File: src/source/atom_kbd_cfg.svh
// Keyboard matrix geometry, joystick bit positions and modifier scancodes
`ifndef ATOM_KBD_CFG_SVH
`define ATOM_KBD_CFG_SVH

// Atom matrix size
`define ATOM_ROWS 10
`define ATOM_COLS 6

// Bit positions inside a joystick word
`define JOY_RIGHT 0
`define JOY_LEFT  1
`define JOY_DOWN  2
`define JOY_UP    3
`define JOY_FIRE  4

// Turbo select keys
`define SC_F1 9'h005
`define SC_F2 9'h006
`define SC_F3 9'h004
`define SC_F4 9'h00C

// Modifier keys, bit 8 is the E0 prefix
`define SC_F10    9'h009  // Break
`define SC_LALT   9'h011  // Repeat
`define SC_LSHIFT 9'h012
`define SC_RSHIFT 9'h059
`define SC_LCTRL  9'h014
`define SC_RCTRL  9'h114

`endif

File: src/source/atom_kbd_pkg.sv
// Package atom_kbd_pkg with the keyboard mapper types
`default_nettype none

`include "atom_kbd_cfg.svh"

package atom_kbd_pkg;

    // PS/2 code with the extended flag on top
    typedef logic [8:0] scancode_t;

    // Matrix row number as scanned by the host
    typedef logic [3:0] row_idx_t;

    // Column number within one row
    typedef logic [2:0] col_idx_t;

    // One row of column bits, low means key down
    typedef logic [`ATOM_COLS-1:0] key_bits_t;

    // Turbo speed from F1 to F4
    typedef logic [1:0] turbo_t;

    // Raw joystick word, only the low five bits are used
    typedef logic [15:0] joy_t;

endpackage

`default_nettype wire

File: src/source/key_event_if.sv
// Interface key_event_if carrying one matrix key event per cycle
`timescale 1ns/1ps
`default_nettype none

interface key_event_if
    import atom_kbd_pkg::*;
();

    logic     valid;    // High for one cycle per event
    logic     pressed;  // 1 on make, 0 on break
    row_idx_t row;
    col_idx_t col;

    // Event source, no back-pressure
    modport decoder (
        output valid, pressed, row, col
    );

    modport matrix (
        input valid, pressed, row, col
    );

endinterface

`default_nettype wire

File: src/source/scancode_decoder.sv
// Module scancode_decoder mapping PS/2 codes to Atom matrix events and modifiers
`timescale 1ns/1ps
`default_nettype none

`include "atom_kbd_cfg.svh"

module scancode_decoder
    import atom_kbd_pkg::*;
(
    input  logic      clk,
    input  logic      reset,
    input  logic      ps2_strobe,
    input  logic      ps2_pressed,
    input  scancode_t ps2_code,
    key_event_if.decoder ev,
    output logic      shift_out,
    output logic      ctrl_out,
    output logic      repeat_out,
    output logic      break_out,
    output turbo_t    turbo
);

    logic     map_hit;
    row_idx_t map_row;
    col_idx_t map_col;

    // Original Atom layout lookup
    always_comb begin
        map_hit = 1'b1;
        map_row = '0;
        map_col = '0;
        casez (ps2_code)
            9'h029: {map_row, map_col} = {4'd9, 3'd0};  // Space
            9'h054: {map_row, map_col} = {4'd8, 3'd0};  // [
            9'h05D: {map_row, map_col} = {4'd7, 3'd0};  // Backslash
            9'h05B: {map_row, map_col} = {4'd6, 3'd0};  // ]
            9'h00D: {map_row, map_col} = {4'd5, 3'd0};  // Up arrow on Tab
            9'h058: {map_row, map_col} = {4'd4, 3'd0};  // Lock on Caps Lock
            9'b?_0111_0100: {map_row, map_col} = {4'd3, 3'd0};  // Right
            9'b?_0111_0101: {map_row, map_col} = {4'd2, 3'd0};  // Up
            9'h05A: {map_row, map_col} = {4'd6, 3'd1};  // Return
            9'b?_0110_1001: {map_row, map_col} = {4'd5, 3'd1};  // Copy on End
            9'h066: {map_row, map_col} = {4'd4, 3'd1};  // Delete
            9'h045: {map_row, map_col} = {4'd3, 3'd1};  // 0
            9'h016: {map_row, map_col} = {4'd2, 3'd1};  // 1
            9'h01E: {map_row, map_col} = {4'd1, 3'd1};  // 2
            9'h026: {map_row, map_col} = {4'd0, 3'd1};  // 3
            9'h025: {map_row, map_col} = {4'd9, 3'd2};  // 4
            9'h02E: {map_row, map_col} = {4'd8, 3'd2};  // 5
            9'h036: {map_row, map_col} = {4'd7, 3'd2};  // 6
            9'h03D: {map_row, map_col} = {4'd6, 3'd2};  // 7
            9'h03E: {map_row, map_col} = {4'd5, 3'd2};  // 8
            9'h046: {map_row, map_col} = {4'd4, 3'd2};  // 9
            9'h052: {map_row, map_col} = {4'd3, 3'd2};  // Colon on quote key
            9'h04C: {map_row, map_col} = {4'd2, 3'd2};  // ;
            9'h041: {map_row, map_col} = {4'd1, 3'd2};  // ,
            9'h04E: {map_row, map_col} = {4'd0, 3'd2};  // -
            9'h049: {map_row, map_col} = {4'd9, 3'd3};  // .
            9'h04A: {map_row, map_col} = {4'd8, 3'd3};  // /
            9'h055: {map_row, map_col} = {4'd7, 3'd3};  // @ on = key
            9'h01C: {map_row, map_col} = {4'd6, 3'd3};  // A
            9'h032: {map_row, map_col} = {4'd5, 3'd3};  // B
            9'h021: {map_row, map_col} = {4'd4, 3'd3};  // C
            9'h023: {map_row, map_col} = {4'd3, 3'd3};  // D
            9'h024: {map_row, map_col} = {4'd2, 3'd3};  // E
            9'h02B: {map_row, map_col} = {4'd1, 3'd3};  // F
            9'h034: {map_row, map_col} = {4'd0, 3'd3};  // G
            9'h033: {map_row, map_col} = {4'd9, 3'd4};  // H
            9'h043: {map_row, map_col} = {4'd8, 3'd4};  // I
            9'h03B: {map_row, map_col} = {4'd7, 3'd4};  // J
            9'h042: {map_row, map_col} = {4'd6, 3'd4};  // K
            9'h04B: {map_row, map_col} = {4'd5, 3'd4};  // L
            9'h03A: {map_row, map_col} = {4'd4, 3'd4};  // M
            9'h031: {map_row, map_col} = {4'd3, 3'd4};  // N
            9'h044: {map_row, map_col} = {4'd2, 3'd4};  // O
            9'h04D: {map_row, map_col} = {4'd1, 3'd4};  // P
            9'h015: {map_row, map_col} = {4'd0, 3'd4};  // Q
            9'h02D: {map_row, map_col} = {4'd9, 3'd5};  // R
            9'h01B: {map_row, map_col} = {4'd8, 3'd5};  // S
            9'h02C: {map_row, map_col} = {4'd7, 3'd5};  // T
            9'h03C: {map_row, map_col} = {4'd6, 3'd5};  // U
            9'h02A: {map_row, map_col} = {4'd5, 3'd5};  // V
            9'h01D: {map_row, map_col} = {4'd4, 3'd5};  // W
            9'h022: {map_row, map_col} = {4'd3, 3'd5};  // X
            9'h035: {map_row, map_col} = {4'd2, 3'd5};  // Y
            9'h01A: {map_row, map_col} = {4'd1, 3'd5};  // Z
            9'h076: {map_row, map_col} = {4'd0, 3'd5};  // Escape
            default: map_hit = 1'b0;                    // Modifiers and unmapped keys
        endcase
    end

    // Event valid and modifier state
    always_ff @(posedge clk) begin
        if (reset) begin
            ev.valid   <= 1'b0;
            shift_out  <= 1'b1;
            ctrl_out   <= 1'b1;
            repeat_out <= 1'b1;
            break_out  <= 1'b1;
            turbo      <= 2'd0;
        end else begin
            ev.valid <= ps2_strobe & map_hit;
            if (ps2_strobe) begin
                case (ps2_code)
                    `SC_F1: turbo <= 2'd0;
                    `SC_F2: turbo <= 2'd1;
                    `SC_F3: turbo <= 2'd2;
                    `SC_F4: turbo <= 2'd3;
                    `SC_LSHIFT, `SC_RSHIFT: shift_out <= ~ps2_pressed;
                    `SC_LCTRL, `SC_RCTRL: ctrl_out <= ~ps2_pressed;
                    `SC_LALT: repeat_out <= ~ps2_pressed;
                    `SC_F10: break_out <= ~ps2_pressed;
                    default: ;
                endcase
            end
        end
    end

    // Event payload, qualified by ev.valid
    always_ff @(posedge clk) begin
        if (ps2_strobe) begin
            ev.pressed <= ps2_pressed;
            ev.row     <= map_row;
            ev.col     <= map_col;
        end
    end

endmodule

`default_nettype wire

File: src/source/key_matrix.sv
// Module key_matrix holding key state with a two-stage row scan and joystick mask
`timescale 1ns/1ps
`default_nettype none

`include "atom_kbd_cfg.svh"

module key_matrix
    import atom_kbd_pkg::*;
(
    input  logic      clk,
    input  logic      reset,
    key_event_if.matrix ev,
    input  row_idx_t  row,
    input  joy_t      joy1,
    input  joy_t      joy2,
    output key_bits_t keyout
);

    key_bits_t keys [`ATOM_ROWS];
    key_bits_t scan_data;  // Stage 1 row data
    row_idx_t  scan_row;   // Row number that goes with scan_data
    key_bits_t joy_mask;

    // Joystick word to column order 1, U, R, D, L, F
    function automatic key_bits_t joy_bits(input joy_t j);
        return {1'b1, j[`JOY_UP], j[`JOY_RIGHT], j[`JOY_DOWN], j[`JOY_LEFT], j[`JOY_FIRE]};
    endfunction

    // Key state, one bit per matrix position
    always_ff @(posedge clk) begin
        if (reset) begin
            for (int r = 0; r < `ATOM_ROWS; r++) begin
                keys[r] <= '1;
            end
        end else if (ev.valid) begin
            keys[ev.row][ev.col] <= ~ev.pressed;  // Low while held
        end
    end

    // Mask follows the registered row, not the live one
    always_comb begin
        joy_mask = '1;
        if (scan_row == 4'd0)
            joy_mask = joy_bits(joy1);
        else if (scan_row == 4'd1)
            joy_mask = joy_bits(joy2);
    end

    // Two-stage scan pipeline
    always_ff @(posedge clk) begin
        if (reset) begin
            scan_data <= '1;
            scan_row  <= '1;
            keyout    <= '1;
        end else begin
            scan_row  <= row;
            scan_data <= (row < `ATOM_ROWS) ? keys[row] : '1;  // Rows 10-15 read idle
            keyout    <= scan_data & joy_mask;
        end
    end

endmodule

`default_nettype wire

File: src/source/atom_keyboard.sv
// Module atom_keyboard, top level joining the scancode decoder and the key matrix
`timescale 1ns/1ps
`default_nettype none

module atom_keyboard
    import atom_kbd_pkg::*;
(
    input  logic      clk,
    input  logic      reset,
    // PS/2 key event
    input  logic      ps2_strobe,
    input  logic      ps2_pressed,
    input  scancode_t ps2_code,
    // Host scan
    input  row_idx_t  row,
    input  joy_t      joy1,
    input  joy_t      joy2,
    output key_bits_t keyout,
    // Atom control lines, active low
    output logic      shift_out,
    output logic      ctrl_out,
    output logic      repeat_out,
    output logic      break_out,
    output turbo_t    turbo
);

    key_event_if ev_if ();  // Decoder to matrix event path

    scancode_decoder decoder0 (
        .clk        (clk),
        .reset      (reset),
        .ps2_strobe (ps2_strobe),
        .ps2_pressed(ps2_pressed),
        .ps2_code   (ps2_code),
        .ev         (ev_if.decoder),
        .shift_out  (shift_out),
        .ctrl_out   (ctrl_out),
        .repeat_out (repeat_out),
        .break_out  (break_out),
        .turbo      (turbo)
    );

    key_matrix matrix0 (
        .clk   (clk),
        .reset (reset),
        .ev    (ev_if.matrix),
        .row   (row),
        .joy1  (joy1),
        .joy2  (joy2),
        .keyout(keyout)
    );

endmodule

`default_nettype wire

File: config.mk
export PLATFORM = sky130hd
export DESIGN_NAME = atom_keyboard
export DESIGN_NICKNAME = d
export VERILOG_FILES = /design/src/source/atom_kbd_pkg.sv /design/src/source/key_event_if.sv /design/src/source/scancode_decoder.sv /design/src/source/key_matrix.sv /design/src/source/atom_keyboard.sv
export VERILOG_INCLUDE_DIRS = /design/src /design/src/source
export SDC_FILE = /design/constraint.sdc
export NUM_CORES = 1
export LEC_CHECK = 0
export BUFFER_PORTS_ARGS = -buffer_cell sky130_fd_sc_hd__buf_2
export CAP_MARGIN = 10
export CELL_PAD_IN_SITES_DETAIL_PLACEMENT = 1
export CELL_PAD_IN_SITES_GLOBAL_PLACEMENT = 2
export CORE_UTILIZATION = 30
export DETAILED_ROUTE_END_ITERATION = 8
export GPL_TIMING_DRIVEN = 0
export MAX_ROUTING_LAYER = met4
export PLACE_DENSITY_LB_ADDON = 0.1
export SKIP_LAST_GASP = 1
export SYNTH_ARGS = -nofsm -noshare
export SYNTH_HDL_FRONTEND = slang
export SYNTH_SLANG_ARGS = --single-unit
File: constraint.sdc
create_clock -name clk -period 3.6 [get_ports clk]
set_input_delay 1.08 -clock clk [delete_from_list [all_inputs] [get_ports clk]]
set_output_delay 1.08 -clock clk [all_outputs]
set_load 0.005 [all_outputs]
==> results of run 1 <==
[synth_stat cells, drive strengths merged (4+ instances only)]
cell type	n
nand2	94
dfxtp	23
nand2b	10
edfxtp	68
inv	6
a21oi	11
or2	7
nand3	15
a31oi	7
nor2b	12
and3	6
o21ai	65
nor3b	5
or3	6
nor4	5
nor2	39
o221ai	5
mux4	12
mux2i	15
nand3b	4
clkbuf	31
nor3	20
buf	10
a22oi	9
[flip-flops by register name (all words and copies together) (netlist names), 2 cells and up]
name,count
decoder0.turbo,2
matrix0.keyout,6
matrix0.scan_row,4
decoder0.ev.row,4
matrix0.keys,60
decoder0.ev.col,3
matrix0.scan_data,6
[power groups by stage]
stage               sequential [W]  clock, W  combinational (W)
finish                     0.00117  0.000891           0.000249
global route               0.00117  0.000957           0.000270
CTS                        0.00117  0.000918           0.000248
detailed placement         0.00119         0           0.000248
global placement           0.00119         0           0.000248
floorplan                  0.00119         0           0.000150
[per-layer routing]
metal,GRT usage [%],share of wire [%]
met5,-,0
met4,4.73,1.5
met1,31.0,47
met2,34.6,46
met3,3.10,5.3
[logic make-up after synthesis]
group                  after synthesis  synth area share [%]
AO/OA/AOI/OAI                      129                  15.6
buffers and inverters               47                  3.78
flip-flops                          91                  48.8
multiplexers                        27                  8.19
AND/OR/NAND/NOR                    243                  23.6
[worst paths after layout]
check / slack (ns) / endpoint / depth (start not counted) / startpoint
setup / recovery: 0.23 / decoder0.ev.row[0] / 8 / ps2_code[3]
hold / removal: 0.41 / matrix0.keyout[5] / 1 / matrix0.scan_data[5]
setup reg to reg: 1.16 / matrix0.keys[4][2] / 7 / decoder0.ev.col[1]
hold reg to reg: 0.41 / matrix0.keyout[5] / 1 / matrix0.scan_data[5]
[through the flow]
stage               hold slack [ns]  setup WS, ns
floorplan                     0.389         0.502
global placement              0.399       -0.0684
detailed placement            0.409       -0.0633
CTS                           0.417         0.303
global route                  0.425        0.0581
finish                        0.409         0.231
[worst reg2reg max path, stage by stage, from the launching register on]
cell	delay (ns)
edfxtp_1	0.42
nand2_1	0.11
and3_1	0.15
clkbuf_1	0.19
nand2_1	0.10
or2_2	0.32
nor3_1	0.76
nand2_1	0.10
[layout make-up]
class                   count  area share [%]
plain buffers              41            2.92
clock buffers               9            3.84
clock inverters             7           0.918
inverters                   6           0.384
multi-input cells         399            41.5
flip-flops and latches     91            42.7
well taps                 220            4.70
repair buffers             35            2.99
==> flow_summary.ini, run 1 <==
[synth]
synth_edf_count = 68
syn_inst = 537
seq_area_frac_synth_pct = 48.8
synth_ff_type = edfxtp_1
synth-seq-cells = 91
async_flop_share_pct = 0
synth.avg_cell_area_um2 = 9.56
synth_area_leaders = edfxtp_1 (40%), dfxtp_1 (9.0%), nand2_1 (6.9%)
synth_top_cell_by_area = edfxtp_1
syn_area_um2 = 5130
synthDistinctLibCells = 62
syn-num-nets = 586
synth_top_area_share_pct = 39.8
ys_warn_count = 0

[grt]
grt_max_degree = 17
grt_overflow = 0
globalRouteTotalUtil_pct = 22.4
grt_pass1_wl_um = 28400
grt_pass1_vias = 4597
antenna_found_initial = 0

[clock_tree]
cts_tree = yes
hold_buffers = 0
cts.repair.resized = 0
clk_pin_slew_worst_paths_ns = 0.06
cts_buffers = 9
clock_latency_ns = 0.35
cts_setup_buffers = 0
cts.path.max_buffers = 2
h-tree-depth = 3
cts.sinks = 91
cts-root-buf = clkbuf_16

[layout]
nets = 632
diodes = 0
layout_common_cells = nand2_1 (94), edfxtp_1 (68), o21ai_0 (65)
register_area_um2 = 2500
multi_input_area_um2 = 2430
syn2layout_area_growth_pct = 14.2
design_area_um2 = 5860
fillers = 1948
drive_gt1_share_pct = 14.3
final_common_cell = nand2_1
final_cells = 808
fin_util_pct = 35.2

[placed_design]
hpwl_um = 13700
dpl_cell_area_um2 = 5580
portBuffers = 35
dpl.cell_count = 792
gp_congestion = 0.918

[timing]
hold_viol_final = 0
worst_pin_slew_ns = 1.04
setup_tns_ns = 0
finalCritPeriodShare_pct = 93.6
max_freq_mhz = 297
skew_ns = 0.0112
slew_viol_final = 0
slew_headroom_pct = 29.5
setup-violations-final = 0
rsz0062_at_grt = false
fin_crit_ns = 3.37

[power_and_ir_drop]
total_power_w = 0.00231
leakagePower_nw = 1.82
sw_frac_of_total_pct = 26.0
p_sw_w = 0.000599
peakVddDrop_uv = 233
pwr-share-clk_pct = 38.6
p_seq_share_pct = 50.6
p_int_w = 0.00171
combPwrFrac_pct = 10.8
power_density_nw_per_um2 = 394

[floorplan]
initial_utilization_pct = 30.8
rows = 47
core_area_um2 = 16600
die_x_um = 133
pin_count = 61
dieArea_um2 = 17600
dieHeight_um = 133

[routing]
dr_total_vias = 4657
antenna_left = 0
first_pass_iters = 5
drc_errors = 0
avgViaCountPerCell = 5.76
finalWirelength_um = 18600
drt-wirelength-per-cell_um = 23.0
drt_iter0_markers = 407

[hold_path]
worstHoldPathType = flop to flop

[critical_path]
cp_max_fo = 10
arrival_ns = 3.44
required_ns = 3.67
crit_family = simple AND/OR/NAND/NOR gates
critPathKind = primary input to flop
cpMaxStageDelayCell = buf_1
cp-start-kind = primary input
cp-end-kind = flop
cp_slowest_stage_delay_ns = 0.49
cp_cell_sequence = buf_2 > clkbuf_1 > buf_1 > nor3_1 > a211oi_1 > nand2_1 > nor4_1 > nand4b_1
crit_buf_inv = 3

[run]
maxCapViolations = 0

[status]
outcome = finished, final reports clean
No activity file was read; power rests on OpenSTA's default activity.
==> run 2: changes to the inputs <==
--- a/config.mk
+++ b/config.mk
@@ -12,7 +12,6 @@
 export CELL_PAD_IN_SITES_GLOBAL_PLACEMENT = 2
 export CORE_UTILIZATION = 30
 export DETAILED_ROUTE_END_ITERATION = 8
-export GPL_TIMING_DRIVEN = 0
 export MAX_ROUTING_LAYER = met4
 export PLACE_DENSITY_LB_ADDON = 0.1
 export SKIP_LAST_GASP = 1
==> constraint.sdc (replaced) <==
create_clock -name clk -period 4.3 [get_ports clk]
set_input_delay 1.29 -clock clk [delete_from_list [all_inputs] [get_ports clk]]
set_output_delay 1.29 -clock clk [all_outputs]
set_load 0.01 [all_outputs]
==> flow_summary.ini, run 2 (synthesized netlist as in run 1, its figures left out) <==
[grt]
globalRouteTotalUtil_pct = 20.5
grt_pass1_vias = 4491
grt_pass1_wl_um = 26300
use_met3_pct = 2.64
grt_overflow = 0
met2_usage_pct = 33.8
use_met1_pct = 25.2
top_usage_layer = met2
antenna_found_initial = 0
grt_max_degree = 40

[critical_path]
rr_endpoint = matrix0.keys[8][3]
reg2reg_from = decoder0.ev.col[1]
crit_family = simple AND/OR/NAND/NOR gates
cp_max_fo = 15
reg2regPathDepth = 5
cpMaxStageDelayCell = or4_1
crit_buf_inv = 1
cp-end-kind = flop
r2r_slack_ns = 2.06
cp_cell_sequence = buf_2 > nand2b_1 > nor2_1 > a22o_1 > or3_1 > a311o_1 > or4_1
critPathKind = primary input to flop
cp-start-kind = primary input
cp_slowest_stage_delay_ns = 0.53
required_ns = 4.38
arrival_ns = 3.44

[timing]
worst_pin_slew_ns = 1.07
setup-violations-final = 0
hold_viol_final = 0
fin_crit_ns = 3.36
slew_viol_final = 0
rsz0062_at_grt = false
fin_ws_ns = 0.943
slew_headroom_pct = 28.7
finalCritPeriodShare_pct = 78.1
setup_tns_ns = 0
max_freq_mhz = 298
skew_ns = 0.0133

[layout]
diodes = 0
drive_gt1_share_pct = 16.5
reg.largest.list = matrix0.keys (60), matrix0.keyout (6), matrix0.scan_data (6)
largest_register_ffs = 60
final_common_cell = nand2_1
regMostFlops = matrix0.keys
syn2layout_area_growth_pct = 13.2
multi_input_area_um2 = 2430
nets = 608
layout_common_cells = nand2_1 (94), edfxtp_1 (68), o21ai_0 (65)
register_area_um2 = 2500
fillers = 1927
design_area_um2 = 5810

[placed_design]
gp_congestion = 0.900
portBuffers = 38
dpl_cell_area_um2 = 5530
hpwl_um = 12700
pre_cts_slack_ns = 0.591

[routing]
first_pass_iters = 6
drc_errors = 0
dr_total_vias = 4357
drt-wirelength-per-cell_um = 21.5
antenna_left = 0
drt_iter0_markers = 321
finalWirelength_um = 16800
avgViaCountPerCell = 5.56

[floorplan]
dieArea_um2 = 17600
pin_count = 61
rows = 47
die_x_um = 133
core_area_um2 = 16600
dieHeight_um = 133
initial_utilization_pct = 30.8

[clock_tree]
clock_latency_ns = 0.35
cts_tree = yes
clk_pin_slew_worst_paths_ns = 0.06
cts.sinks = 91
hold_buffers = 0
cts_buffers = 9
cts_setup_buffers = 0
cts-root-buf = clkbuf_16
cts.path.max_buffers = 2
cts.repair.resized = 0
h-tree-depth = 3

[power_and_ir_drop]
leakagePower_nw = 1.85
power_density_nw_per_um2 = 331
peakVddDrop_uv = 162
total_power_w = 0.00192

[hold_path]
worstHoldPathType = flop to flop
holdPathEnd = matrix0.keyout[5]
holdPathStages = 1
worstHoldStart = matrix0.scan_data[5]

[run]
maxCapViolations = 0

[status]
outcome = finished, final reports clean
## run 2: how the worst max path moves through the flow
stage / from / end / cells after the start
4_1_cts: ps2_code[8] / decoder0.ev.col[1] / 7
6_report: ps2_code[8] / decoder0.ev.col[1] / 7
5_1_grt: ps2_code[8] / decoder0.ev.col[1] / 7
2_1_floorplan: ps2_code[4] / decoder0.ev.col[1] / 7
3_3_place_gp: ps2_code[8] / decoder0.ev.col[1] / 7
3_5_place_dp: ps2_code[8] / decoder0.ev.col[1] / 7
## run 2: area by class of cell
class                           instances  share of cell area [%]
Sequential cell                        91                    43.1
Inverter                                6                   0.388
Clock inverter                          6                   0.668
Clock buffer                           10                    4.11
Multi-Input combinational cell        399                    41.9
Tap cell                              220                    4.74
Timing Repair Buffer                   52                    5.08
## run 2: metal layers
metal / wire [um] / part of all wire (%) / vias to the layer above
met2: 8140 / 48 / 113
met4: 486 / 2.9 / 0
met5: 0 / 0 / -
met3: 677 / 4.0 / 32
li1: - / - / 2048
met1: 7530 / 45 / 2164
## run 2: power breakdown
part / internal, W / switching (W)
registers: 0.000968 / 0.0000135
clock network: 0.000408 / 0.000341
logic: 0.0000656 / 0.000126
## run 2: metrics by stage
stage,cells,util [%],hold slack [ns]
global placement,768,33.2,0.399
detailed placement,768,33.2,0.399
CTS,784,34.9,0.415
finish,784,34.9,0.412
global route,784,34.9,0.452
floorplan,537,-,0.389
==> run 3: changes to the inputs <==
==> constraint.sdc (replaced) <==
create_clock -name clk -period 3.5 [get_ports clk]
set_input_delay 1.05 -clock clk [delete_from_list [all_inputs] [get_ports clk]]
set_output_delay 1.05 -clock clk [all_outputs]
set_load 0.01 [all_outputs]
==> flow_summary.ini, run 3 (synthesized netlist as in run 1, its figures left out) <==
[grt]
grt_pass1_wl_um = 27000
grt_overflow = 0
antenna_found_initial = 0
use_met3_pct = 3.14
grt_max_degree = 49
met2_usage_pct = 33.4
globalRouteTotalUtil_pct = 20.9
top_usage_layer = met2
grt_pass1_vias = 4631
use_met1_pct = 27.5

[clock_tree]
cts_buffers = 9
cts.repair.resized = 0
cts-root-buf = clkbuf_16
clock_latency_ns = 0.34
cts.sinks = 91
h-tree-depth = 3
cts_setup_buffers = 0
cts.path.max_buffers = 2
clk_pin_slew_worst_paths_ns = 0.06
hold_buffers = 0
cts_tree = yes

[routing]
drt_iter0_markers = 364
antenna_left = 0
drt-wirelength-per-cell_um = 21.3
drc_errors = 0
avgViaCountPerCell = 5.59
finalWirelength_um = 17200
dr_total_vias = 4515
first_pass_iters = 5

[timing]
max_freq_mhz = 340
fin_ws_ns = 0.557
setup-violations-final = 0
rsz0062_at_grt = false
finalCritPeriodShare_pct = 84.1
setup_tns_ns = 0
slew_viol_final = 0
skew_ns = 0.0104
slew_headroom_pct = 37.7
worst_pin_slew_ns = 0.934
hold_viol_final = 0
fin_crit_ns = 2.94

[floorplan]
core_area_um2 = 16600
dieArea_um2 = 17600
pin_count = 61
initial_utilization_pct = 30.8
die_x_um = 133
rows = 47
dieHeight_um = 133

[critical_path]
critPathKind = primary input to flop
cp_max_fo = 13
cp-start-kind = primary input
required_ns = 3.58
cp-end-kind = flop
arrival_ns = 3.03

[run]
maxCapViolations = 0

[power_and_ir_drop]
leakagePower_nw = 1.94
peakVddDrop_uv = 200
power_density_nw_per_um2 = 390

[layout]
drive_gt1_share_pct = 19.4
layout_common_cells = nand2_1 (94), edfxtp_1 (68), o21ai_0 (65)
final_common_cell = nand2_1
diodes = 0
largest_register_ffs = 60
syn2layout_area_growth_pct = 16.4
register_area_um2 = 2500
multi_input_area_um2 = 2430
fillers = 1923
nets = 632
regMostFlops = matrix0.keys
fin_util_pct = 35.9
design_area_um2 = 5970
reg.largest.list = matrix0.keys (60), matrix0.keyout (6), matrix0.scan_data (6)

[status]
outcome = finished, final reports clean

[placed_design]
hpwl_um = 13100
pre_cts_slack_ns = 0.212
gp_congestion = 0.904
portBuffers = 38
dpl_cell_area_um2 = 5710

[hold_path]
worstHoldPathType = flop to flop
==> run 3: through the flow <==
stage | total power [W] | std cells | hold slack, ns
floorplan | 0.00138 | 537 | 0.389
detailed placement | 0.00148 | 792 | 0.397
CTS | 0.00236 | 808 | 0.412
global placement | 0.00148 | 792 | 0.398
global route | 0.00242 | 808 | 0.422
finish | 0.00233 | 808 | 0.408
==> run 3: worst paths after layout <==
kind / slack (ns) / to / depth (start not counted) / start
setup / recovery: 0.56 / decoder0.ev.col[1] / 7 / ps2_code[3]
hold / removal: 0.41 / matrix0.keyout[5] / 1 / matrix0.scan_data[5]
setup reg to reg: 1.26 / matrix0.keys[8][5] / 5 / decoder0.ev.col[1]
hold reg to reg: 0.41 / matrix0.keyout[5] / 1 / matrix0.scan_data[5]
==> run 3: area by class of cell <==
type | instances | area share, %
Timing Repair Buffer | 76 | 7.96
Clock inverter | 6 | 0.545
Clock buffer | 10 | 3.83
Multi-Input combinational cell | 399 | 40.8
Sequential cell | 91 | 41.9
Inverter | 6 | 0.377
Tap cell | 220 | 4.61
==> run 3: worst max-delay path, cell delays in order <==
cell and delay, ns:
buf_2 0.18, nand3b_1 0.17, nor2_1 0.08, a22o_1 0.27
or3_1 0.41, a311o_1 0.35, or4_1 0.51
==> run 3: where the power goes <==
group          switching, W  total, W  internal (W)
Clock              0.000398  0.000872      0.000474
Sequential        0.0000162   0.00121       0.00119
Combinational      0.000160  0.000255     0.0000945
==> run 3: per-layer routing <==
| layer | wire length [um] | share of wire, % |
|---|---|---|
| met2 | 8210 | 48 |
| met5 | 0 | 0 |
| met3 | 729 | 4.2 |
| met4 | 299 | 1.7 |
| met1 | 7960 | 46 |
